===== config.mk =====
export PLATFORM = sky130hd
export DESIGN_NAME = rvv_decode_top
export DESIGN_NICKNAME = d
export VERILOG_FILES = /design/src/design/rvv_cfg_pkg.sv /design/src/design/rvv_uop_pkg.sv /design/src/design/rvv_cmd_queue.sv /design/src/design/rvv_decode_ctrl.sv /design/src/design/rvv_decode_top.sv /design/src/design/rvv_decode_unit.sv /design/src/design/rvv_uop_queue.sv
export SDC_FILE = /design/constraint.sdc
export NUM_CORES = 1
export LEC_CHECK = 0
export BUFFER_PORTS_ARGS = -buffer_cell sky130_fd_sc_hd__buf_2
export CORE_MARGIN = 1.5
export CORE_UTILIZATION = 35
export DETAILED_ROUTE_END_ITERATION = 16
export PLACE_DENSITY = 0.47
export SYNTH_ARGS = -nofsm -noshare
export SYNTH_HDL_FRONTEND = slang
export SYNTH_HIERARCHICAL = 1
export SYNTH_SLANG_ARGS = --single-unit
export TNS_END_PERCENT = 5

===== constraint.sdc =====
create_clock -name clk -period 8.3 [get_ports clk]
set_input_delay 0 -clock clk [delete_from_list [all_inputs] [get_ports clk]]
set_output_delay 0 -clock clk [all_outputs]
set_load 0.03 [all_outputs]

===== src/design/rvv_cfg_pkg.sv =====
package rvv_cfg_pkg;

  // decode width, uops per slot set and push lanes
  localparam int NUM_DE_UOP        = 4;
  localparam int NUM_DE_UOP_WIDTH  = 2;

  // uop index inside one command
  localparam int UOP_INDEX_WIDTH   = 3;

  // command queue sizing
  localparam int CQ_DEPTH          = 8;
  localparam int CQ_PTR_WIDTH      = $clog2(CQ_DEPTH);
  localparam int CQ_CNT_WIDTH      = CQ_PTR_WIDTH + 1;

  // uop queue sizing
  localparam int UQ_DEPTH          = 16;
  localparam int UQ_PTR_WIDTH      = $clog2(UQ_DEPTH);
  localparam int UQ_CNT_WIDTH      = UQ_PTR_WIDTH + 1;

  localparam int VREG_WIDTH        = 5;

endpackage


===== src/design/rvv_uop_pkg.sv =====
package rvv_uop_pkg;

  typedef enum logic [1:0] {
    OP_ADD,
    OP_SUB,
    OP_MUL,
    OP_MOV
  } opcode_e;

  // one instruction in the command queue
  // uop_cnt holds the number of uops minus one
  typedef struct packed {
    opcode_e                                   opcode;
    logic [rvv_cfg_pkg::VREG_WIDTH-1:0]        vd;
    logic [rvv_cfg_pkg::VREG_WIDTH-1:0]        vs;
    logic [rvv_cfg_pkg::UOP_INDEX_WIDTH-1:0]   uop_cnt;
  } cmd_t;

  // one micro-operation in the uop queue
  typedef struct packed {
    opcode_e                                   opcode;
    logic [rvv_cfg_pkg::VREG_WIDTH-1:0]        vd;
    logic [rvv_cfg_pkg::VREG_WIDTH-1:0]        vs;
    logic [rvv_cfg_pkg::UOP_INDEX_WIDTH-1:0]   uop_index;
    logic                                      last_uop_valid;
  } uop_t;

endpackage


===== src/design/rvv_cmd_queue.sv =====
`timescale 1ns/10ps

module rvv_cmd_queue (
  input  logic              clk,
  input  logic              arst_n,
  input  logic              cmd_push,
  input  rvv_uop_pkg::cmd_t cmd_data,
  output logic              cmd_full,
  output logic              pkg0_valid,
  output rvv_uop_pkg::cmd_t pkg0_data,
  output logic              pkg1_valid,
  output rvv_uop_pkg::cmd_t pkg1_data,
  input  logic              pop0,
  input  logic              pop1
);
  import rvv_cfg_pkg::*;
  import rvv_uop_pkg::*;

  cmd_t                    mem [CQ_DEPTH];
  logic [CQ_PTR_WIDTH-1:0] wr_ptr;
  logic [CQ_PTR_WIDTH-1:0] rd_ptr;
  logic [CQ_PTR_WIDTH-1:0] rd_ptr_next;
  logic [CQ_CNT_WIDTH-1:0] count;
  logic [CQ_CNT_WIDTH-1:0] pop_num;

  // second head entry wraps with the pointer
  assign rd_ptr_next = rd_ptr + CQ_PTR_WIDTH'(1);

  assign pkg0_valid  = count != '0;
  assign pkg1_valid  = count >= CQ_CNT_WIDTH'(2);
  assign pkg0_data   = mem[rd_ptr];
  assign pkg1_data   = mem[rd_ptr_next];
  assign cmd_full    = count == CQ_CNT_WIDTH'(CQ_DEPTH);

  assign pop_num     = CQ_CNT_WIDTH'(pop0) + CQ_CNT_WIDTH'(pop1);

  always_ff @(posedge clk) begin
    if (cmd_push) begin
      mem[wr_ptr] <= cmd_data;
    end
  end

  always_ff @(posedge clk or negedge arst_n) begin
    if (!arst_n) begin
      wr_ptr <= '0;
      rd_ptr <= '0;
      count  <= '0;
    end else begin
      if (cmd_push) begin
        wr_ptr <= wr_ptr + CQ_PTR_WIDTH'(1);
      end
      // one or two commands retire per cycle
      rd_ptr <= rd_ptr + CQ_PTR_WIDTH'(pop_num);
      count  <= count + CQ_CNT_WIDTH'(cmd_push) - pop_num;
    end
  end

  // writer must honour cmd_full
  a_no_push_full: assert property (@(posedge clk) disable iff (!arst_n)
    cmd_push |-> !cmd_full);

  // controller only retires the next command together with the head
  a_pop1_needs_pop0: assert property (@(posedge clk) disable iff (!arst_n)
    pop1 |-> pop0 && pkg1_valid);

endmodule


===== src/design/rvv_decode_ctrl.sv =====
`timescale 1ns/10ps

module rvv_decode_ctrl (
  input  logic                                                clk,
  input  logic                                                arst_n,
  input  logic                                                pkg0_valid,
  input  logic [rvv_cfg_pkg::NUM_DE_UOP-1:0]                  unit0_uop_valid_de2uq,
  input  rvv_uop_pkg::uop_t [rvv_cfg_pkg::NUM_DE_UOP-1:0]     unit0_uop_de2uq,
  input  logic                                                pkg1_valid,
  input  logic [rvv_cfg_pkg::NUM_DE_UOP-1:0]                  unit1_uop_valid_de2uq,
  input  rvv_uop_pkg::uop_t [rvv_cfg_pkg::NUM_DE_UOP-1:0]     unit1_uop_de2uq,
  output logic [rvv_cfg_pkg::UOP_INDEX_WIDTH-1:0]             uop_index_remain,
  output logic                                                pop0,
  output logic                                                pop1,
  output logic                                                push0,
  output rvv_uop_pkg::uop_t                                   data0,
  output logic                                                push1,
  output rvv_uop_pkg::uop_t                                   data1,
  output logic                                                push2,
  output rvv_uop_pkg::uop_t                                   data2,
  output logic                                                push3,
  output rvv_uop_pkg::uop_t                                   data3,
  input  logic                                                fifo_full,
  input  logic                                                fifo_1left_to_full,
  input  logic                                                fifo_2left_to_full,
  input  logic                                                fifo_3left_to_full
);
  import rvv_cfg_pkg::*;
  import rvv_uop_pkg::*;

  logic [NUM_DE_UOP_WIDTH:0]   quantity;
  logic [NUM_DE_UOP-1:0]       unit1_fit;
  logic                        unit0_last;
  logic                        unit1_last;
  logic                        fifo_ready;
  logic [NUM_DE_UOP_WIDTH-1:0] unit1_sel  [NUM_DE_UOP];
  logic [NUM_DE_UOP-1:0]       lane_valid;
  uop_t                        lane_data  [NUM_DE_UOP];
  logic [NUM_DE_UOP-1:0]       push_vec;
  logic                        uop_index_clear;
  logic                        enable_unit0;
  logic                        enable_unit1;
  logic [UOP_INDEX_WIDTH-1:0]  uop_index_din;

  // valid unit0 slots, contiguous from slot 0
  always_comb begin
    quantity = '0;
    for (int k = 0; k < NUM_DE_UOP; k++) begin
      quantity = quantity + (NUM_DE_UOP_WIDTH+1)'(unit0_uop_valid_de2uq[k]);
    end
  end

  // unit1 slots that still fit behind the unit0 slots
  always_comb begin
    for (int j = 0; j < NUM_DE_UOP; j++) begin
      unit1_fit[j] = (j + int'(quantity)) < NUM_DE_UOP;
    end
  end

  always_comb begin
    unit0_last = 1'b0;
    unit1_last = 1'b0;
    for (int k = 0; k < NUM_DE_UOP; k++) begin
      unit0_last = unit0_last | (unit0_uop_valid_de2uq[k] & unit0_uop_de2uq[k].last_uop_valid);
      unit1_last = unit1_last |
                   (unit1_fit[k] & unit1_uop_valid_de2uq[k] & unit1_uop_de2uq[k].last_uop_valid);
    end
  end

  // lane k takes unit0 slot k, else unit1 slot k-quantity
  always_comb begin
    for (int k = 0; k < NUM_DE_UOP; k++) begin
      unit1_sel[k] = NUM_DE_UOP_WIDTH'(k - int'(quantity));
      if (k < int'(quantity)) begin
        lane_valid[k] = pkg0_valid & unit0_uop_valid_de2uq[k];
        lane_data[k]  = unit0_uop_de2uq[k];
      end else begin
        lane_valid[k] = pkg1_valid & unit1_uop_valid_de2uq[unit1_sel[k]];
        lane_data[k]  = unit1_uop_de2uq[unit1_sel[k]];
      end
    end
  end

  // four free entries needed
  assign fifo_ready = !(fifo_full | fifo_1left_to_full | fifo_2left_to_full | fifo_3left_to_full);

  assign push_vec = lane_valid & {NUM_DE_UOP{fifo_ready}};
  assign push0    = push_vec[0];
  assign push1    = push_vec[1];
  assign push2    = push_vec[2];
  assign push3    = push_vec[3];
  assign data0    = lane_data[0];
  assign data1    = lane_data[1];
  assign data2    = lane_data[2];
  assign data3    = lane_data[3];

  assign pop0 = pkg0_valid & unit0_last & fifo_ready;
  assign pop1 = pkg1_valid & unit1_last & pop0;

  // resume index
  assign uop_index_clear = (pop0 & !pkg1_valid) | pop1;
  // head not finished this cycle
  assign enable_unit0    = fifo_ready & pkg0_valid & !pop0;
  // head finished, next command only partly sent
  assign enable_unit1    = pop0 & pkg1_valid & !pop1;

  always_comb begin
    uop_index_din = uop_index_remain;
    if (enable_unit0) begin
      uop_index_din = uop_index_remain + UOP_INDEX_WIDTH'(NUM_DE_UOP);
    end else if (enable_unit1) begin
      uop_index_din = UOP_INDEX_WIDTH'(NUM_DE_UOP - int'(quantity));
    end
  end

  always_ff @(posedge clk or negedge arst_n) begin
    if (!arst_n) begin
      uop_index_remain <= '0;
    end else if (uop_index_clear) begin
      uop_index_remain <= '0;
    end else if (enable_unit0 | enable_unit1) begin
      uop_index_remain <= uop_index_din;
    end
  end

  // pushes fill lanes from 0 upward, uop queue writes them in order
  a_push_contiguous: assert property (@(posedge clk) disable iff (!arst_n)
    ((push_vec + 1'b1) & push_vec) == '0);

  // resume index never runs past the head command's last uop
  a_resume_in_cmd: assert property (@(posedge clk) disable iff (!arst_n)
    pkg0_valid |-> unit0_uop_valid_de2uq[0]);

endmodule


===== src/design/rvv_decode_top.sv =====
`timescale 1ns/10ps

module rvv_decode_top (
  input  logic              clk,
  input  logic              arst_n,
  input  logic              cmd_push,
  input  rvv_uop_pkg::cmd_t cmd_data,
  output logic              cmd_full,
  input  logic              uq_pop,
  output logic              uq_valid,
  output rvv_uop_pkg::uop_t uq_data
);
  import rvv_cfg_pkg::*;
  import rvv_uop_pkg::*;

  // command queue heads
  logic                       pkg0_valid;
  logic                       pkg1_valid;
  cmd_t                       pkg0_data;
  cmd_t                       pkg1_data;
  logic                       pop0;
  logic                       pop1;

  // decoded slot sets
  logic [NUM_DE_UOP-1:0]      unit0_uop_valid_de2uq;
  uop_t [NUM_DE_UOP-1:0]      unit0_uop_de2uq;
  logic [NUM_DE_UOP-1:0]      unit1_uop_valid_de2uq;
  uop_t [NUM_DE_UOP-1:0]      unit1_uop_de2uq;
  logic [UOP_INDEX_WIDTH-1:0] uop_index_remain;

  // push lanes and uop queue levels
  logic                       push0;
  logic                       push1;
  logic                       push2;
  logic                       push3;
  uop_t                       data0;
  uop_t                       data1;
  uop_t                       data2;
  uop_t                       data3;
  logic                       fifo_full;
  logic                       fifo_1left_to_full;
  logic                       fifo_2left_to_full;
  logic                       fifo_3left_to_full;

  rvv_cmd_queue i_cmd_queue (
    .clk        (clk),
    .arst_n     (arst_n),
    .cmd_push   (cmd_push),
    .cmd_data   (cmd_data),
    .cmd_full   (cmd_full),
    .pkg0_valid (pkg0_valid),
    .pkg0_data  (pkg0_data),
    .pkg1_valid (pkg1_valid),
    .pkg1_data  (pkg1_data),
    .pop0       (pop0),
    .pop1       (pop1)
  );

  rvv_decode_unit i_decode_unit (
    .pkg0_data             (pkg0_data),
    .pkg1_data             (pkg1_data),
    .uop_index_remain      (uop_index_remain),
    .unit0_uop_valid_de2uq (unit0_uop_valid_de2uq),
    .unit0_uop_de2uq       (unit0_uop_de2uq),
    .unit1_uop_valid_de2uq (unit1_uop_valid_de2uq),
    .unit1_uop_de2uq       (unit1_uop_de2uq)
  );

  rvv_decode_ctrl i_decode_ctrl (
    .clk                   (clk),
    .arst_n                (arst_n),
    .pkg0_valid            (pkg0_valid),
    .unit0_uop_valid_de2uq (unit0_uop_valid_de2uq),
    .unit0_uop_de2uq       (unit0_uop_de2uq),
    .pkg1_valid            (pkg1_valid),
    .unit1_uop_valid_de2uq (unit1_uop_valid_de2uq),
    .unit1_uop_de2uq       (unit1_uop_de2uq),
    .uop_index_remain      (uop_index_remain),
    .pop0                  (pop0),
    .pop1                  (pop1),
    .push0                 (push0),
    .data0                 (data0),
    .push1                 (push1),
    .data1                 (data1),
    .push2                 (push2),
    .data2                 (data2),
    .push3                 (push3),
    .data3                 (data3),
    .fifo_full             (fifo_full),
    .fifo_1left_to_full    (fifo_1left_to_full),
    .fifo_2left_to_full    (fifo_2left_to_full),
    .fifo_3left_to_full    (fifo_3left_to_full)
  );

  rvv_uop_queue i_uop_queue (
    .clk                (clk),
    .arst_n             (arst_n),
    .push0              (push0),
    .data0              (data0),
    .push1              (push1),
    .data1              (data1),
    .push2              (push2),
    .data2              (data2),
    .push3              (push3),
    .data3              (data3),
    .fifo_full          (fifo_full),
    .fifo_1left_to_full (fifo_1left_to_full),
    .fifo_2left_to_full (fifo_2left_to_full),
    .fifo_3left_to_full (fifo_3left_to_full),
    .uq_pop             (uq_pop),
    .uq_valid           (uq_valid),
    .uq_data            (uq_data)
  );

endmodule


===== src/design/rvv_decode_unit.sv =====
`timescale 1ns/10ps

module rvv_decode_unit (
  input  rvv_uop_pkg::cmd_t                                   pkg0_data,
  input  rvv_uop_pkg::cmd_t                                   pkg1_data,
  input  logic [rvv_cfg_pkg::UOP_INDEX_WIDTH-1:0]             uop_index_remain,
  output logic [rvv_cfg_pkg::NUM_DE_UOP-1:0]                  unit0_uop_valid_de2uq,
  output rvv_uop_pkg::uop_t [rvv_cfg_pkg::NUM_DE_UOP-1:0]     unit0_uop_de2uq,
  output logic [rvv_cfg_pkg::NUM_DE_UOP-1:0]                  unit1_uop_valid_de2uq,
  output rvv_uop_pkg::uop_t [rvv_cfg_pkg::NUM_DE_UOP-1:0]     unit1_uop_de2uq
);
  import rvv_cfg_pkg::*;
  import rvv_uop_pkg::*;

  cmd_t                       cmd        [2];
  logic [UOP_INDEX_WIDTH-1:0] start      [2];
  logic [NUM_DE_UOP-1:0]      slot_valid [2];
  uop_t [NUM_DE_UOP-1:0]      slot_uop   [2];

  // head resumes mid-command, next always starts at uop 0
  assign cmd[0]   = pkg0_data;
  assign cmd[1]   = pkg1_data;
  assign start[0] = uop_index_remain;
  assign start[1] = '0;

  genvar c, i;
  generate
    for (c = 0; c < 2; c++) begin : g_cmd
      for (i = 0; i < NUM_DE_UOP; i++) begin : g_slot
        // one extra bit so start+i cannot wrap past uop_cnt
        logic [UOP_INDEX_WIDTH:0] idx;

        assign idx = {1'b0, start[c]} + (UOP_INDEX_WIDTH+1)'(i);

        assign slot_valid[c][i] = idx <= {1'b0, cmd[c].uop_cnt};

        assign slot_uop[c][i] = '{
          opcode:         cmd[c].opcode,
          vd:             cmd[c].vd + VREG_WIDTH'(idx),
          vs:             cmd[c].vs + VREG_WIDTH'(idx),
          uop_index:      idx[UOP_INDEX_WIDTH-1:0],
          last_uop_valid: idx == {1'b0, cmd[c].uop_cnt}
        };
      end
    end
  endgenerate

  assign unit0_uop_valid_de2uq = slot_valid[0];
  assign unit0_uop_de2uq       = slot_uop[0];
  assign unit1_uop_valid_de2uq = slot_valid[1];
  assign unit1_uop_de2uq       = slot_uop[1];

endmodule


===== src/design/rvv_uop_queue.sv =====
`timescale 1ns/10ps

module rvv_uop_queue (
  input  logic              clk,
  input  logic              arst_n,
  input  logic              push0,
  input  rvv_uop_pkg::uop_t data0,
  input  logic              push1,
  input  rvv_uop_pkg::uop_t data1,
  input  logic              push2,
  input  rvv_uop_pkg::uop_t data2,
  input  logic              push3,
  input  rvv_uop_pkg::uop_t data3,
  output logic              fifo_full,
  output logic              fifo_1left_to_full,
  output logic              fifo_2left_to_full,
  output logic              fifo_3left_to_full,
  input  logic              uq_pop,
  output logic              uq_valid,
  output rvv_uop_pkg::uop_t uq_data
);
  import rvv_cfg_pkg::*;
  import rvv_uop_pkg::*;

  uop_t                    mem      [UQ_DEPTH];
  uop_t                    data_arr [NUM_DE_UOP];
  logic [NUM_DE_UOP-1:0]   push_vec;
  logic [UQ_PTR_WIDTH-1:0] wr_ptr;
  logic [UQ_PTR_WIDTH-1:0] rd_ptr;
  logic [UQ_CNT_WIDTH-1:0] count;
  logic [UQ_CNT_WIDTH-1:0] free;
  logic [UQ_CNT_WIDTH-1:0] push_num;
  logic                    rd_en;

  assign push_vec    = {push3, push2, push1, push0};
  assign data_arr[0] = data0;
  assign data_arr[1] = data1;
  assign data_arr[2] = data2;
  assign data_arr[3] = data3;

  always_comb begin
    push_num = '0;
    for (int k = 0; k < NUM_DE_UOP; k++) begin
      push_num = push_num + UQ_CNT_WIDTH'(push_vec[k]);
    end
  end

  assign rd_en    = uq_pop & uq_valid;
  assign uq_valid = count != '0;
  assign uq_data  = mem[rd_ptr];

  // free-space levels for the controller
  assign free               = UQ_CNT_WIDTH'(UQ_DEPTH) - count;
  assign fifo_full          = free == UQ_CNT_WIDTH'(0);
  assign fifo_1left_to_full = free == UQ_CNT_WIDTH'(1);
  assign fifo_2left_to_full = free == UQ_CNT_WIDTH'(2);
  assign fifo_3left_to_full = free == UQ_CNT_WIDTH'(3);

  // lane k lands k entries past the write pointer
  always_ff @(posedge clk) begin
    for (int k = 0; k < NUM_DE_UOP; k++) begin
      if (push_vec[k]) begin
        mem[UQ_PTR_WIDTH'(wr_ptr + k)] <= data_arr[k];
      end
    end
  end

  always_ff @(posedge clk or negedge arst_n) begin
    if (!arst_n) begin
      wr_ptr <= '0;
      rd_ptr <= '0;
      count  <= '0;
    end else begin
      wr_ptr <= wr_ptr + UQ_PTR_WIDTH'(push_num);
      rd_ptr <= rd_ptr + UQ_PTR_WIDTH'(rd_en);
      count  <= count + push_num - UQ_CNT_WIDTH'(rd_en);
    end
  end

  // controller must stop pushing before the buffer overflows
  a_no_overflow: assert property (@(posedge clk) disable iff (!arst_n)
    count <= UQ_CNT_WIDTH'(UQ_DEPTH));

endmodule


Word-level counts from Yosys, hierarchy flattened
Memories as Yosys holds them, arrays and structs flattened.
Index checks and enable logic that the tools add are counted.
{ "classes": {"n_addsub": 46, "n_mux": 38, "bitwise_logic": 42, "n_eq_ne": 11, "n_reduce_logical": 11, "n_lt_le_gt_ge": 21} }
{ "op_table": {"columns": ["cell", "n"], "rows": [
  ["16-bit binary-select mux with 2-bit select", 4],
  ["16-bit 2-to-1 mux", 8],
  ["32-bit by 4-bit < comparator with 1-bit output, second input constant", 3],
  ["5-bit by 4-bit adder with 5-bit output", 6],
  ["1-bit bitwise AND", 30],
  ["5-bit by 2-bit adder with 5-bit output, second input constant", 4],
  ["1-bit 2-to-1 mux", 18],
  ["4-bit by 3-bit == test with 1-bit output", 3],
  ["4-bit by 3-bit less-or-equal comparator with 1-bit output", 3],
  ["2-bit by 3-bit < comparator with 1-bit output, second input constant", 4],
  ["3-bit 2-to-1 mux", 4],
  ["1-bit OR", 11],
  ["5-bit by 1-bit adder with 5-bit output", 2],
  ["5-bit by 1-bit adder with 5-bit output, second input constant", 2],
  ["5-bit by 3-bit adder with 5-bit output", 2],
  ["5-bit by 2-bit == test with 1-bit output, second input constant", 2],
  ["2-bit by 3-bit adder with 4-bit output, first input constant", 2],
  ["3-bit by 2-bit adder with 4-bit output, second input constant", 2],
  ["4-bit by 1-bit adder with 4-bit output", 2],
  ["4-bit by 2-bit adder with 4-bit output, second input constant", 2],
  ["1-bit binary-select mux with 2-bit select", 4],
  ["1-bit by 1-bit adder with 2-bit output", 3],
  ["3-bit by 1-bit adder with 3-bit output", 2],
  ["3-bit by 1-bit adder with 3-bit output, second input constant", 2],
  ["other kinds (34)", 44]
]} }
{ "word_totals": {"inputBits": 19, "memories": 2, "output_inout_bits": 18, "ram_bits": 376, "wordCells": 178, "register_bits": 26} }
{ "mem_list": {"columns": ["memory", "depth", "width", "read_ports", "rd_clocked_by_memory_dff", "write_ports", "line", "text"], "rows": [
  ["i_uop_queue.mem", 16, 16, 1, 0, 4, "rvv_uop_queue.sv:25", "uop_t mem [UQ_DEPTH];"],
  ["i_cmd_queue.mem", 8, 15, 2, 0, 1, "rvv_cmd_queue.sv:19", "cmd_t mem [CQ_DEPTH];"]
]} }

Logic depth before layout (Yosys ltp)
{ "logic_depth": {"word_depth": 20, "depth_mapped": 35, "mapped_depth_nobuf": 30} }

By module
The synthesis kept the hierarchy.
{ "modules_own_cells": {"columns": ["module", "area_per_inst_um2", "seq_area_each_um2", "instances", "cells_each"], "rows": [
  ["rvv_uop_queue", 18393.9, 8012.7, 1, 1659],
  ["rvv_cmd_queue", 6428.7, 3853.7, 1, 395],
  ["rvv_decode_ctrl", 2570.0, 75.1, 1, 354],
  ["rvv_decode_unit", 2113.3, 0.0, 1, 264]
]} }

Worst setup path before layout
No wires, ideal clock.
{ "synth_path": {"path_kind": "flip-flop to flip-flop", "start": "register i_cmd_queue.rd_ptr[1]", "end": "memory i_uop_queue/mem[9][0] in the netlist's numbering, enable pin", "path_stages_with_launch": 22, "required_time_ns": 7.853, "setup_slack_ns": 0.998, "t_arrival_ns": 6.855, "period_less_slack_ns": 7.302, "setup_ns": 0.447, "path_cell_list": "dfrtp_1 -> buf_6 -> mux4_1 -> mux2_2 -> ha_1 -> nor4bb_4 -> a21o_1 -> inv_1 -> fa_1 -> inv_1 -> ha_1 -> fa_1 -> clkbuf_1 -> buf_2 -> mux2i_1 -> nor3b_1 -> a31oi_1 -> nor2_1 -> clkbuf_1 -> mux2i_1 -> nand2b_1 -> o311ai_0"} }
{ "synth_rtl": {"columns": ["item", "line", "text"], "rows": [
  ["start: declaration", "rvv_cmd_queue.sv:21", "logic [CQ_PTR_WIDTH-1:0] rd_ptr;"],
  ["start signal: assignment", "rvv_cmd_queue.sv:53", "rd_ptr <= rd_ptr + CQ_PTR_WIDTH'(pop_num);"],
  ["end: declaration", "rvv_uop_queue.sv:25", null]
]} }

==> out/metrics.yaml <==
status:
  status: "finished with violations"
  violations: "negative hold slack"
finish:
  layout-drive-gt1-share: 0.1602
  multi_input_area_um2: 15600
  final-seq-area_um2: 11950
  area_growth_pct: 7.836
  layout.nets: 2659
  fillers: 8101
synthesis:
  synth_edf_count: 376
  muxShareOfSynthArea: 0.1986
  synth_cells: 2672
  ys.flop_type: "edfxtp_1"
  async_flop_share: 0.06468
  yosys-top-cells-area: "edfxtp_1, mux2i_1, mux4_2, o22ai_1, a21oi_1"
  synth_commonest_cells: "edfxtp_1, mux2i_1, a21oi_1, o22ai_1, clkbuf_1"
  yosys.area_share.simple: 0.09414
  synth.avg_cell_area_um2: 11.04
  synth_compound_area_frac: 0.1665
  yosys.area.top_type: "edfxtp_1"
  ys_types: 79
  synth-seq-area-share: 0.4047
  synth-warning-count: 6
  netlist_area_um2: 29510
  synth_fa_ha_area_frac: 0.04436
  synth_top_family_by_area: "multiplexers"
  synth_top_area_frac: 0.3827
  ys_seq_elements: 402
  yosysMostFrequentCell: "edfxtp_1"
  synth-xor-area-share: 0.01951
timing:
  max_freq_mhz: 136.0
  drv_slew: 0
  final.setup.worst_slack_ns: 0.9460
  hold_viol: 3
  post-route-period-util: 0.8860
  setup_viol: 0
  slew_headroom: 0.08598
  period_needed_ns: 7.354
  fin_hold_ws_ns: -0.02064
  fin_setup_tns_ns: 0
  clock-skew-final_ns: 0.04966
  worst-slew-pin-transition_ns: 1.362
  rsz0062_at_grt: "no"
clocking:
  cts_buffer_depth: 3
  clkTransAtPathRegs_ns: 0.06
  cts_resized: 0
  cts_root_buffer: "clkbuf_16"
  clock-sinks: 402
  tritoncts.num_buffers: 48
  cts_tree: "done"
  h-tree-depth: 2
  clock_latency_ns: 0.62
floorplan:
  core_um2: 83560
  io_pins: 37
  die_area_um2: 86050
  start_util: 0.3531
  placement_rows: 106
  die_h_um: 293.4
  die_w_um: 293.4
grt:
  grt-ovfl-total: 0
  grt_pass1_wl_mm: 151.8
  gr-usage-all-layers: 0.2345
  antenna_found_initial: 0
  grt_pass1_vias: 22860
  gr-max-usage-layer: "met2"
  use_met1: 0.2975
  grt_max_degree: 67
  grtUsageMet2: 0.4046
  met3_usage: 0.03268
place:
  gp_congestion: 0.9061
  dp_slack_ns: 0.9149
  hpwl_mm: 69.12
  portBuffers: 36
flow_run:
  maxCapViolations: 0
critical_path:
  criticalPathCategory: "flop to flop"
  worst_path_max_delay_cell: "dfrtp_2"
  cp.arrival_ns: 7.82
  cpPeakStageDelay_ns: 0.72
  end_kind: "flop"
  crit_path_start_kind: "flop"
  cp_max_fo: 20
  cp_data_required_time_ns: 8.77
  crit_top_cell: "inv_1"
route:
  dr.pass1.iters: 5
  vias: 22960
  remaining_drc_errors: 0
  wl_per_cell_um: 28.21
  drt_iter0_drc: 2443
  drt.antenna.violating_nets: 0
  vias_per_cell: 6.262
  drt-total-wl_mm: 103.4
min_path:
  holdCritPathClass: "input port to asynchronous set/reset pin"
==> area by class of cell <==
cell class	count	area share
Tap cell	1080	0.04247
Inverter	74	0.008730
Sequential cell	402	0.3756
Antenna cell	1	0.00007865
Timing Repair Buffer	150	0.03398
Clock inverter	29	0.008101
Clock buffer	61	0.04090
Multi-Input combinational cell	1869	0.4901
==> worst max-delay path, delay by kind of cell, from the launching register on <==
| family | cells | cell delay, ns |
|---|---|---|
| compound gates | 5 | 0.66 |
| flops | 1 | 0.72 |
| buf+inv | 8 | 0.78 |
| fa+ha+maj | 9 | 3.47 |
| mux | 3 | 1.10 |
| simple gates | 3 | 0.39 |
| xor+xnor | 1 | 0.12 |
==> metal layers <==
metal	wire, µm	vias up	share of wire
li1	-	10070	-
met3	7129	229	0.069
met2	50560	1088	0.49
met5	0	-	0
met1	41950	11570	0.41
met4	3779	0	0.037
==> layout by cell type (no fill, tap or decap), types with 20 or more instances in the layout <==
| cell type | instances |
|---|---|
| buf_2 | 36 |
| mux4_1 | 28 |
| o21ai_1 | 69 |
| ha_1 | 77 |
| nor2_1 | 22 |
| buf_4 | 96 |
| a21oi_1 | 218 |
| a2111oi_0 | 30 |
| nand3_1 | 35 |
| inv_1 | 73 |
| clkbuf_16 | 49 |
| mux2_2 | 49 |
| o21ai_0 | 85 |
| and3_1 | 99 |
| o22ai_1 | 195 |
| dfrtp_1 | 22 |
| nor2b_1 | 40 |
| mux4_2 | 75 |
| mux2i_1 | 270 |
| a211oi_1 | 48 |
| nand2_1 | 137 |
| edfxtp_1 | 376 |
| o2bb2ai_1 | 64 |
| xnor2_1 | 37 |
| a22oi_1 | 34 |
| xor2_1 | 20 |
==> sequential cells by signal, summed over array words and instances (netlist names) <==
signal and cells:
i_uop_queue/mem 256, i_cmd_queue/mem 120, i_uop_queue/count 5, i_cmd_queue/count 4, i_uop_queue/rd_ptr 4, i_uop_queue/wr_ptr 4
i_cmd_queue/rd_ptr 3, i_cmd_queue/wr_ptr 3, i_decode_ctrl/uop_index_remain 3
==> cell families after synthesis <==
| logic type | count (synthesis) |
|---|---|
| buffers and inverters | 412 |
| flip-flops | 402 |
| multiplexers | 438 |
| AND/OR/NAND/NOR | 467 |
| AO/OA/AOI/OAI | 795 |
| XOR/XNOR | 61 |
| other | 2 |
| adder cells (fa/ha/maj) | 95 |
==> what timing repair did <==
action                    in CTS  in global routing
setup buffers                  0                  0
hold endpoints to repair     155                  0
hold buffers                  18                  0
==> metrics by stage <==
step | instance area, µm² | utilization | cells
final | 31820 | 0.3808 | 3666
after global routing | 31820 | 0.3808 | 3665
after CTS | 31820 | 0.3808 | 3665
after detailed placement | 30080 | 0.3600 | 3557
after global placement | 30080 | 0.3600 | 3557
after floorplan | 29550 | - | 2683
==> worst paths after layout <==
check	slack (ns)	endpoint	from	cells past startpoint
max	0.95	i_uop_queue/count[4]$_DFF_PN0_	i_cmd_queue/rd_ptr[1]$_DFF_PN0_	29
min	-0.02	i_uop_queue/rd_ptr[3]$_DFF_PN0_	arst_n	2
max reg2reg	0.95	i_uop_queue/count[4]$_DFF_PN0_	i_cmd_queue/rd_ptr[1]$_DFF_PN0_	29
min reg2reg	0.58	i_cmd_queue/wr_ptr[1]$_DFFE_PN0P_	i_cmd_queue/wr_ptr[1]$_DFFE_PN0P_	1
max in group asynchronous	7.75	i_cmd_queue/rd_ptr[0]$_DFF_PN0_	arst_n	2
min in group clk	0.20	i_cmd_queue/mem[2][8]$_DFFE_PP_	cmd_data[8]	2
Power is not shown: default switching activity piles up to over one toggle a cycle in this logic, so the estimate is an artifact.
